**src/rtl/minx_io_pkg.sv**
```systemverilog
`default_nettype none

package minx_io_pkg;

    typedef logic [7:0]  reg_addr_t;
    typedef logic [7:0]  reg_data_t;
    typedef logic [3:0]  reg_offset_t;
    typedef logic [15:0] count_t;
    typedef logic [2:0]  irq_vec_t;

    // Timer0 underflow, timer0 compare, timer1 underflow, timer1 compare, key 0, key 1.
    localparam int IRQ_SOURCES = 6;

    typedef enum logic [1:0]
    {
        APB_IDLE,
        APB_SETUP,
        APB_ACCESS
    } apb_state_t;

    // Region is picked by the upper address nibble.
    localparam reg_addr_t REGION_TMR0 = 8'h00;
    localparam reg_addr_t REGION_TMR1 = 8'h10;
    localparam reg_addr_t REGION_IRQ  = 8'h20;

    ////////////////////////////////////////////////////////////////////////////
    // Timer registers
    localparam reg_offset_t TMR_CTRL      = 4'h0;
    localparam reg_offset_t TMR_PRE       = 4'h1;
    localparam reg_offset_t TMR_PRESET_LO = 4'h2;
    localparam reg_offset_t TMR_PRESET_HI = 4'h3;
    localparam reg_offset_t TMR_CMP_LO    = 4'h4;
    localparam reg_offset_t TMR_CMP_HI    = 4'h5;
    localparam reg_offset_t TMR_CNT_LO    = 4'h6; // Read-only.
    localparam reg_offset_t TMR_CNT_HI    = 4'h7; // Read-only.

    localparam int TMR_CTRL_ENABLE_BIT = 0;
    localparam int TMR_CTRL_RELOAD_BIT = 1;

    ////////////////////////////////////////////////////////////////////////////
    // Interrupt controller registers
    localparam reg_offset_t IRQ_ENABLE  = 4'h0;
    localparam reg_offset_t IRQ_PENDING = 4'h1; // Write 1 to clear.
    localparam reg_offset_t IRQ_VECTOR  = 4'h2; // Read-only.

    localparam int IRQ_VECTOR_VALID_BIT = 7;

endpackage

`default_nettype wire

```
**src/rtl/periph_bus_if.sv**
```systemverilog
`timescale 1ns/1ps
`default_nettype none

interface periph_bus_if;
    import minx_io_pkg::*;

    logic        sel;    // Region addressed in the access cycle.
    logic        wr_en;  // Single-cycle write strobe.
    reg_offset_t offset;
    reg_data_t   wdata;
    reg_data_t   rdata;  // Combinational read at offset.
    logic        hit;    // Offset is a defined register.

    modport master
    (
        output sel,
        output wr_en,
        output offset,
        output wdata,
        input  rdata,
        input  hit
    );

    modport slave
    (
        input  sel,
        input  wr_en,
        input  offset,
        input  wdata,
        output rdata,
        output hit
    );

endinterface

`default_nettype wire

```
**src/rtl/apb_register_port.sv**
```systemverilog
`timescale 1ns/1ps
`default_nettype none

module apb_register_port
(
    input  wire                         clk,
    input  wire                         rst_n,
    input  wire                         psel,
    input  wire                         penable,
    input  wire                         pwrite,
    input  wire minx_io_pkg::reg_addr_t paddr,
    input  wire minx_io_pkg::reg_data_t pwdata,
    output minx_io_pkg::reg_data_t      prdata,
    output logic                        pready,
    output logic                        pslverr,
    periph_bus_if.master                tmr0_bus,
    periph_bus_if.master                tmr1_bus,
    periph_bus_if.master                irq_bus
);
    import minx_io_pkg::*;

    apb_state_t  phase;
    apb_state_t  state_q;
    logic        access_ok;
    logic [3:0]  region;
    logic        is_tmr0;
    logic        is_tmr1;
    logic        is_irq;
    logic        region_ok;
    logic        slave_hit;
    reg_data_t   slave_rdata;

    ////////////////////////////////////////////////////////////////////////////
    // Protocol tracking
    always_comb
    begin
        if (!psel)
            phase = APB_IDLE;
        else if (!penable)
            phase = APB_SETUP;
        else
            phase = APB_ACCESS;
    end

    always_ff @(posedge clk or negedge rst_n)
    begin
        if (!rst_n)
            state_q <= APB_IDLE;
        else
            state_q <= phase;
    end

    // An access phase only counts when a setup phase came right before it.
    assign access_ok = (phase == APB_ACCESS) && (state_q == APB_SETUP);
    assign pready    = (phase == APB_ACCESS);

    ////////////////////////////////////////////////////////////////////////////
    // Region decode
    assign region  = paddr[7:4];
    assign is_tmr0 = (region == REGION_TMR0[7:4]);
    assign is_tmr1 = (region == REGION_TMR1[7:4]);
    assign is_irq  = (region == REGION_IRQ[7:4]);

    assign tmr0_bus.sel    = access_ok && is_tmr0;
    assign tmr0_bus.wr_en  = tmr0_bus.sel && pwrite;
    assign tmr0_bus.offset = paddr[3:0];
    assign tmr0_bus.wdata  = pwdata;

    assign tmr1_bus.sel    = access_ok && is_tmr1;
    assign tmr1_bus.wr_en  = tmr1_bus.sel && pwrite;
    assign tmr1_bus.offset = paddr[3:0];
    assign tmr1_bus.wdata  = pwdata;

    assign irq_bus.sel     = access_ok && is_irq;
    assign irq_bus.wr_en   = irq_bus.sel && pwrite;
    assign irq_bus.offset  = paddr[3:0];
    assign irq_bus.wdata   = pwdata;

    always_comb
    begin
        region_ok   = 1'b1;
        slave_hit   = 1'b0;
        slave_rdata = '0;
        if (is_tmr0)
        begin
            slave_hit   = tmr0_bus.hit;
            slave_rdata = tmr0_bus.rdata;
        end
        else if (is_tmr1)
        begin
            slave_hit   = tmr1_bus.hit;
            slave_rdata = tmr1_bus.rdata;
        end
        else if (is_irq)
        begin
            slave_hit   = irq_bus.hit;
            slave_rdata = irq_bus.rdata;
        end
        else
            region_ok = 1'b0;
    end

    // Unknown regions and undefined offsets read zero with an error.
    assign prdata  = (access_ok && region_ok && slave_hit) ? slave_rdata : '0;
    assign pslverr = access_ok && !(region_ok && slave_hit);

endmodule

`default_nettype wire

```
**src/rtl/prescaled_timer.sv**
```systemverilog
`timescale 1ns/1ps
`default_nettype none

module prescaled_timer
#(
    parameter int PRE_WIDTH = 8
)
(
    input  wire         clk,
    input  wire         rst_n,
    periph_bus_if.slave bus,
    output logic        underflow,
    output logic        compare_match,
    output logic        timer_out
);
    import minx_io_pkg::*;

    logic                 enable_q;
    logic [PRE_WIDTH-1:0] pre_q;
    logic [PRE_WIDTH-1:0] presc_cnt;
    count_t               preset_q;
    count_t               cmp_q;
    count_t               count_q;
    count_t               count_next;
    logic                 tick;
    logic                 wr_ctrl;
    logic                 wr_pre;
    logic                 reload;

    assign wr_ctrl = bus.wr_en && (bus.offset == TMR_CTRL);
    assign wr_pre  = bus.wr_en && (bus.offset == TMR_PRE);
    assign reload  = wr_ctrl && bus.wdata[TMR_CTRL_RELOAD_BIT];

    ////////////////////////////////////////////////////////////////////////////
    // Register writes
    always_ff @(posedge clk or negedge rst_n)
    begin
        if (!rst_n)
        begin
            enable_q <= 1'b0;
            pre_q    <= '0;
            preset_q <= '0;
            cmp_q    <= '0;
        end
        else if (bus.wr_en)
        begin
            case (bus.offset)
                TMR_CTRL:      enable_q       <= bus.wdata[TMR_CTRL_ENABLE_BIT];
                TMR_PRE:       pre_q          <= bus.wdata[PRE_WIDTH-1:0];
                TMR_PRESET_LO: preset_q[7:0]  <= bus.wdata;
                TMR_PRESET_HI: preset_q[15:8] <= bus.wdata;
                TMR_CMP_LO:    cmp_q[7:0]     <= bus.wdata;
                TMR_CMP_HI:    cmp_q[15:8]    <= bus.wdata;
                default:       ;
            endcase
        end
    end

    ////////////////////////////////////////////////////////////////////////////
    // Prescaler and counter
    assign tick = enable_q && (presc_cnt == pre_q); // One tick per PRE+1 cycles.

    always_ff @(posedge clk or negedge rst_n)
    begin
        if (!rst_n)
            presc_cnt <= '0;
        else if (wr_pre || wr_ctrl)
            presc_cnt <= '0;
        else if (tick)
            presc_cnt <= '0;
        else if (enable_q)
            presc_cnt <= presc_cnt + 1'b1;
    end

    assign count_next = (count_q == '0) ? preset_q : count_q - 1'b1;

    always_ff @(posedge clk or negedge rst_n)
    begin
        if (!rst_n)
            count_q <= '0;
        else if (reload)
            count_q <= preset_q; // Reload works even while stopped.
        else if (tick)
            count_q <= count_next;
    end

    assign underflow     = tick && (count_q == '0);
    assign compare_match = tick && (count_next == cmp_q);

    // Square wave output, one edge per underflow.
    always_ff @(posedge clk or negedge rst_n)
    begin
        if (!rst_n)
            timer_out <= 1'b0;
        else if (underflow)
            timer_out <= ~timer_out;
    end

    ////////////////////////////////////////////////////////////////////////////
    // Readback
    always_comb
    begin
        bus.hit   = 1'b1;
        bus.rdata = '0;
        case (bus.offset)
            TMR_CTRL:      bus.rdata[TMR_CTRL_ENABLE_BIT] = enable_q;
            TMR_PRE:       bus.rdata = reg_data_t'(pre_q);
            TMR_PRESET_LO: bus.rdata = preset_q[7:0];
            TMR_PRESET_HI: bus.rdata = preset_q[15:8];
            TMR_CMP_LO:    bus.rdata = cmp_q[7:0];
            TMR_CMP_HI:    bus.rdata = cmp_q[15:8];
            TMR_CNT_LO:    bus.rdata = count_q[7:0];
            TMR_CNT_HI:    bus.rdata = count_q[15:8];
            default:       bus.hit   = 1'b0;
        endcase
    end

endmodule

`default_nettype wire

```
**src/rtl/irq_controller.sv**
```systemverilog
`timescale 1ns/1ps
`default_nettype none

module irq_controller
(
    input  wire                   clk,
    input  wire                   rst_n,
    periph_bus_if.slave           bus,
    input  wire [3:0]             timer_events, // {t1 cmp, t1 uf, t0 cmp, t0 uf}.
    input  wire [1:0]             ext_irq,
    output logic                  cpu_irq,
    output minx_io_pkg::irq_vec_t irq_vector,
    output logic                  irq_valid
);
    import minx_io_pkg::*;

    logic [1:0]             ext_meta;
    logic [1:0]             ext_sync;
    logic [1:0]             ext_prev;
    logic [1:0]             ext_rise;
    logic [IRQ_SOURCES-1:0] sources;
    logic [IRQ_SOURCES-1:0] pending_q;
    logic [IRQ_SOURCES-1:0] enable_q;
    logic [IRQ_SOURCES-1:0] active;
    logic [IRQ_SOURCES-1:0] clear_mask;

    ////////////////////////////////////////////////////////////////////////////
    // Key inputs
    always_ff @(posedge clk or negedge rst_n)
    begin
        if (!rst_n)
        begin
            ext_meta <= '0;
            ext_sync <= '0;
            ext_prev <= '0;
        end
        else
        begin
            ext_meta <= ext_irq;
            ext_sync <= ext_meta;
            ext_prev <= ext_sync;
        end
    end

    assign ext_rise = ext_sync & ~ext_prev; // Rising edges only.
    assign sources  = {ext_rise, timer_events};

    ////////////////////////////////////////////////////////////////////////////
    // Pending and enable
    always_comb
    begin
        clear_mask = '0;
        if (bus.wr_en && (bus.offset == IRQ_PENDING))
            clear_mask = bus.wdata[IRQ_SOURCES-1:0];
    end

    always_ff @(posedge clk or negedge rst_n)
    begin
        if (!rst_n)
            pending_q <= '0;
        else
            pending_q <= (pending_q & ~clear_mask) | sources; // New events win over clears.
    end

    always_ff @(posedge clk or negedge rst_n)
    begin
        if (!rst_n)
            enable_q <= '0;
        else if (bus.wr_en && (bus.offset == IRQ_ENABLE))
            enable_q <= bus.wdata[IRQ_SOURCES-1:0];
    end

    ////////////////////////////////////////////////////////////////////////////
    // Priority
    assign active  = pending_q & enable_q;
    assign cpu_irq = |active;

    // Lowest index has the highest priority.
    always_comb
    begin
        irq_vector = '0;
        irq_valid  = 1'b0;
        for (int i = IRQ_SOURCES - 1; i >= 0; i--)
        begin
            if (active[i])
            begin
                irq_vector = irq_vec_t'(i);
                irq_valid  = 1'b1;
            end
        end
    end

    always_comb
    begin
        bus.hit   = 1'b1;
        bus.rdata = '0;
        case (bus.offset)
            IRQ_ENABLE:  bus.rdata = reg_data_t'(enable_q);
            IRQ_PENDING: bus.rdata = reg_data_t'(pending_q);
            IRQ_VECTOR:
            begin
                bus.rdata[IRQ_VECTOR_VALID_BIT] = irq_valid;
                bus.rdata[2:0]                  = irq_vector;
            end
            default:     bus.hit   = 1'b0;
        endcase
    end

endmodule

`default_nettype wire

```
**src/rtl/minx_io_top.sv**
```systemverilog
`timescale 1ns/1ps
`default_nettype none

module minx_io_top
#(
    parameter int PRE_WIDTH = 8
)
(
    input  wire                         clk,
    input  wire                         rst_n,
    input  wire                         psel,
    input  wire                         penable,
    input  wire                         pwrite,
    input  wire minx_io_pkg::reg_addr_t paddr,
    input  wire minx_io_pkg::reg_data_t pwdata,
    output minx_io_pkg::reg_data_t      prdata,
    output logic                        pready,
    output logic                        pslverr,
    input  wire [1:0]                   ext_irq,
    output logic                        cpu_irq,
    output minx_io_pkg::irq_vec_t       irq_vector,
    output logic [1:0]                  timer_out
);

    logic tmr0_underflow;
    logic tmr0_compare;
    logic tmr1_underflow;
    logic tmr1_compare;

    periph_bus_if tmr0_bus ();
    periph_bus_if tmr1_bus ();
    periph_bus_if irq_bus ();

    apb_register_port i_apb_register_port
    (
        .clk      (clk),
        .rst_n    (rst_n),
        .psel     (psel),
        .penable  (penable),
        .pwrite   (pwrite),
        .paddr    (paddr),
        .pwdata   (pwdata),
        .prdata   (prdata),
        .pready   (pready),
        .pslverr  (pslverr),
        .tmr0_bus (tmr0_bus.master),
        .tmr1_bus (tmr1_bus.master),
        .irq_bus  (irq_bus.master)
    );

    ////////////////////////////////////////////////////////////////////////////
    // Timers
    prescaled_timer #(.PRE_WIDTH(PRE_WIDTH)) i_timer0
    (
        .clk           (clk),
        .rst_n         (rst_n),
        .bus           (tmr0_bus.slave),
        .underflow     (tmr0_underflow),
        .compare_match (tmr0_compare),
        .timer_out     (timer_out[0])
    );

    prescaled_timer #(.PRE_WIDTH(PRE_WIDTH)) i_timer1
    (
        .clk           (clk),
        .rst_n         (rst_n),
        .bus           (tmr1_bus.slave),
        .underflow     (tmr1_underflow),
        .compare_match (tmr1_compare),
        .timer_out     (timer_out[1])
    );

    irq_controller i_irq_controller
    (
        .clk          (clk),
        .rst_n        (rst_n),
        .bus          (irq_bus.slave),
        .timer_events ({tmr1_compare, tmr1_underflow, tmr0_compare, tmr0_underflow}),
        .ext_irq      (ext_irq),
        .cpu_irq      (cpu_irq),
        .irq_vector   (irq_vector),
        .irq_valid    ()             // Valid flag is read through IRQ_VECTOR.
    );

endmodule

`default_nettype wire

```
**config.mk**
```make
export PLATFORM = sky130hd
export DESIGN_NAME = minx_io_top
export DESIGN_NICKNAME = d
export VERILOG_FILES = /design/src/rtl/minx_io_pkg.sv /design/src/rtl/periph_bus_if.sv /design/src/rtl/apb_register_port.sv /design/src/rtl/prescaled_timer.sv /design/src/rtl/irq_controller.sv /design/src/rtl/minx_io_top.sv
export SDC_FILE = /design/constraint.sdc
export NUM_CORES = 1
export LEC_CHECK = 0
export BUFFER_PORTS_ARGS = -buffer_cell sky130_fd_sc_hd__buf_4
export CORE_ASPECT_RATIO = 1.25
export CORE_MARGIN = 10
export CORE_UTILIZATION = 50
export DETAILED_ROUTE_END_ITERATION = 10
export GPL_TIMING_DRIVEN = 0
export PLACE_DENSITY = 0.68
export SYNTH_ARGS = -nofsm -noshare
export SYNTH_HDL_FRONTEND = slang
export SYNTH_SLANG_ARGS = --single-unit
```
**constraint.sdc**
```tcl
create_clock -name clk -period 2.7 [get_ports clk]
set_input_delay 0.54 -clock clk [delete_from_list [all_inputs] [get_ports clk]]
set_output_delay 0.54 -clock clk [all_outputs]
set_load 0.02 [all_outputs]
```
==> impl_metrics.csv <==
group,metric,value,unit
outcome,status,"complete, but fails checks",
outcome,violations,"negative setup slack",
clock_network,htreeDepth,4,
sta,finalClockSkew,13.9,ps
sta,final.min_clock_period,3140,ps
grt,busiest_layer,"met2",
route,wire_per_inst,26.3,um
critical_path,cp.depth,9,
critical_path,critPathLaunch,"i_timer0.count_q[3]",
clock_network,numCtsBuffers,17,
logic_synthesis,synth_edf_count,0,
sta,hold_viol,0,
critical_path,crit_end,"i_irq_controller.pending_q[1]",
grt,grt_use_met2,0.456,
place,place.port_buffers,36,
grt,grt_first_pass_wirelength,51200,um
critical_path,endpoint_kind,"register",
final_layout,nets,1099,
clock_network,clk_pin_slew_worst_paths,70,ps
logic_synthesis,synth_sequential_area_ratio,0.413,
route,ant_nets,0,
place,place_ws,-1090,ps
critical_path,path_cells,"clkbuf_8 > or4_4 > nor2_4 > and3_4 > xnor2_2 > or4_1 > and3_4 > or4_4 > o41ai_4",
grt,use_met1,0.320,
critical_path,critPathSlowestCell,"or4_4",
sta,min_period_over_period,1.16,
grt,gr-usage-met3,0.0463,
critical_path,crit_required,3010,ps
critical_path,r2r_cells,9,
final_layout,areaGrowthSynthToFinish,26.1,%
critical_path,r2r_slack,-440,ps
die,die_area,24300,sq um
final_layout,fillers,1460,
die,fp.dieW,141,um
route,vias,8652,
critical_path,cpLargestDelayFamily,"simple AND/OR/NAND/NOR gates",
final_layout,fin_cells,1311,
place,dpl_cell_area,9870,sq um
critical_path,max_stage_delay,590,ps
power_and_ir_drop,power_density,456,nW/um^2
sta,setup_ws,-436,ps
clock_network,clockBufferDepth,2,
logic_synthesis,yosysWarnings,0,
die,initial_utilization,0.508,
sta,setup_viol,12,
die,chipHeight,172,um
logic_synthesis,synth_area_leaders,"dfrtp_1, mux2_2, nor2_1",
logic_synthesis,synth_cells,961,
critical_path,worst-path-buf-inv,1,
place,dp_cells,1227,
power_and_ir_drop,ir_drop,427,uV
grt,antenna_found_initial,0,
clock_network,clk_latency,440,ps
logic_synthesis,synth_nets,990,
critical_path,arrival,3450,ps
final_layout,multiInputGateArea,5540,sq um
sta,max_freq,319,MHz
place,place_hpwl,23800,um
power_and_ir_drop,leakage,5.07,nW
route,viasPerCell,6.60,
die,io_pins,39,
final_layout,drive_gt1_frac,0.329,
critical_path,reg2reg_to,"i_irq_controller.pending_q[1]",
final_layout,design_area,11600,sq um
logic_synthesis,synth_area_per_cell,9.57,sq um
logic_synthesis,yosys.cell_count.top_type,"dfrtp_1",
logic_synthesis,netlist_area,9200,sq um
die,core_region_area,18100,sq um
final_layout,seqCellArea,3810,sq um
clock_network,cts_tree,"done",
grt,grt_max_degree,97,
route,drc,0,
sta,worst_slew_margin_rel,0.466,
clock_network,clock-root-buffer,"clkbuf_16",
die,rows,55,
logic_synthesis,synth_top_cell_by_area,"dfrtp_1",
worst_hold_path,min_path_type,"input pin to async pin",
route,drt_iter0_markers,914,
logic_synthesis,ys.flop_type,"dfrtp_1",
logic_synthesis,synth-seq-cells,152,
flow_run,drv_cap,0,
grt,grtUsageTotal,0.276,
critical_path,path_max_fanout,5,
place,gp_congestion,1.03,
sta,hold_ws,124,ps
clock_network,cts.sinks,152,
route,drt_pre_antenna_iters,6,
logic_synthesis,netlist.area_leader.share,0.413,
logic_synthesis,ys_types,78,
sta,rsz0062_at_grt,"true",
logic_synthesis,synthArstFlopShare,1.00,
grt,grt_pass1_vias,8338,
logic_synthesis,netlist_top_cells_count,"dfrtp_1, nor2_1, mux2_2, nand2_1, a21oi_1",
critical_path,r2r_start,"i_timer0.count_q[3]",
sta,drv_slew,0,
final_layout,n_antenna_cell,0,
critical_path,worst_setup_path_start_kind,"register",
grt,gr-total-overflow,0,
critical_path,path_class,"register to register",
sta,worst_slew_pin_slew,801,ps
route,wirelength,34500,um
==> cell type report <==
cell class              count  share of cell area
well taps                 228              0.0246
inverters                  24             0.00798
clock inverters            12              0.0129
clock buffers              20              0.0394
multi-input cells         723               0.478
plain buffers              52              0.0337
flip-flops and latches    152               0.329
repair buffers            100              0.0753
==> sequential cells by signal, indices dropped and copies added (netlist names), 6 cells and up <==
register / count
i_timer1.pre_q: 8
i_timer0.cmp_q: 16
i_timer1.count_q: 16
i_timer0.count_q: 16
i_irq_controller.pending_q: 6
i_timer0.pre_q: 8
i_timer0.preset_q: 16
i_timer1.presc_cnt: 8
i_timer1.cmp_q: 16
i_timer1.preset_q: 16
i_timer0.presc_cnt: 8
i_irq_controller.enable_q: 6
==> per-layer routing <==
metal / up-vias / wire length [um] / share of wire
met5: - / 0 / 0
met1: 4174 / 12600 / 0.37
met2: 526 / 16200 / 0.47
met4: 0 / 2970 / 0.086
met3: 179 / 2680 / 0.078
li1: 3773 / - / -
==> cells by family (layout without fill, tap and decap cells) <==
kind of cell | after synthesis | in the layout | share of synthesized area
AO/OA/AOI/OAI | 228 | 228 | 0.171
XOR/XNOR | 75 | 75 | 0.0714
adder cells (fa/ha/maj) | 6 | 6 | 0.00816
buffers and inverters | 86 | 208 | 0.0416
flip-flops | 152 | 152 | 0.413
multiplexers | 103 | 103 | 0.124
AND/OR/NAND/NOR | 311 | 311 | 0.170
==> where the power goes <==
| group | switching [mW] | leakage [nW] | total [mW] | internal, mW |
|---|---|---|---|---|
| logic | 0.260 | 2.83 | 0.447 | 0.187 |
| registers | 0.0384 | 1.95 | 2.34 | 2.31 |
| clock network | 1.06 | 0.292 | 2.50 | 1.44 |
==> worst min path at each step <==
stage / from / endpoint / slack (ps) / depth (start not counted)
final: rst_n / i_timer0.count_q[9] / 120 / 2
after global routing: rst_n / i_timer0.count_q[7] / 160 / 2
after CTS: rst_n / i_timer0.count_q[9] / 150 / 2
after detailed placement: i_irq_controller.ext_meta[0] / i_irq_controller.ext_sync[0] / 340 / 0
after global placement: i_irq_controller.ext_meta[1] / i_irq_controller.ext_sync[1] / 330 / 0
after floorplan: rst_n / i_apb_register_port.state_q[0] / 240 / 0
==> cells in the final DEF, fill, tap and decap left out, types with 6 or more instances in the layout <==
cell,synthesis,final
a211oi_1,6,6
a21oi_1,52,48
a222oi_1,15,15
a22oi_1,36,31
a31oi_1,17,15
and3_1,9,6
buf_4,5,90
buf_6,3,14
clkbuf_1,47,20
clkbuf_16,0,18
clkbuf_8,1,6
dfrtp_1,152,146
dfrtp_2,0,6
inv_1,24,21
mux2_2,89,89
mux2i_1,14,12
nand2_1,75,72
nand3_1,23,21
nand4_1,15,15
nor2_1,95,82
nor2_4,1,9
nor3_1,32,18
nor3_2,2,9
nor3_4,0,7
o21ai_0,34,27
o21ai_1,1,7
o22a_1,10,10
o22ai_1,11,10
or3_1,7,6
xnor2_1,38,36
xor2_1,37,36
==> through the flow <==
stage / TNS, ps / power (mW) / utilization
finish: -1300 / 5.29 / 0.641
global route: -2460 / 5.42 / 0.641
CTS: -423 / 5.26 / 0.624
detailed placement: -53900 / 2.71 / 0.545
global placement: -53480 / 2.70 / 0.542
floorplan: -112 / 2.54 / -
==> what timing repair did <==
| item | in CTS | in global routing |
|---|---|---|
| endpoints found under the setup margin | 45 | 37 |
| resized for setup | 129 | 53 |
| hold buffers | 0 | 0 |
| gates cloned | 1 | 0 |
| pin swaps | 37 | 33 |
| setup buffers | 45 | 16 |
Note: power is estimated with default switching activity, not from simulation.
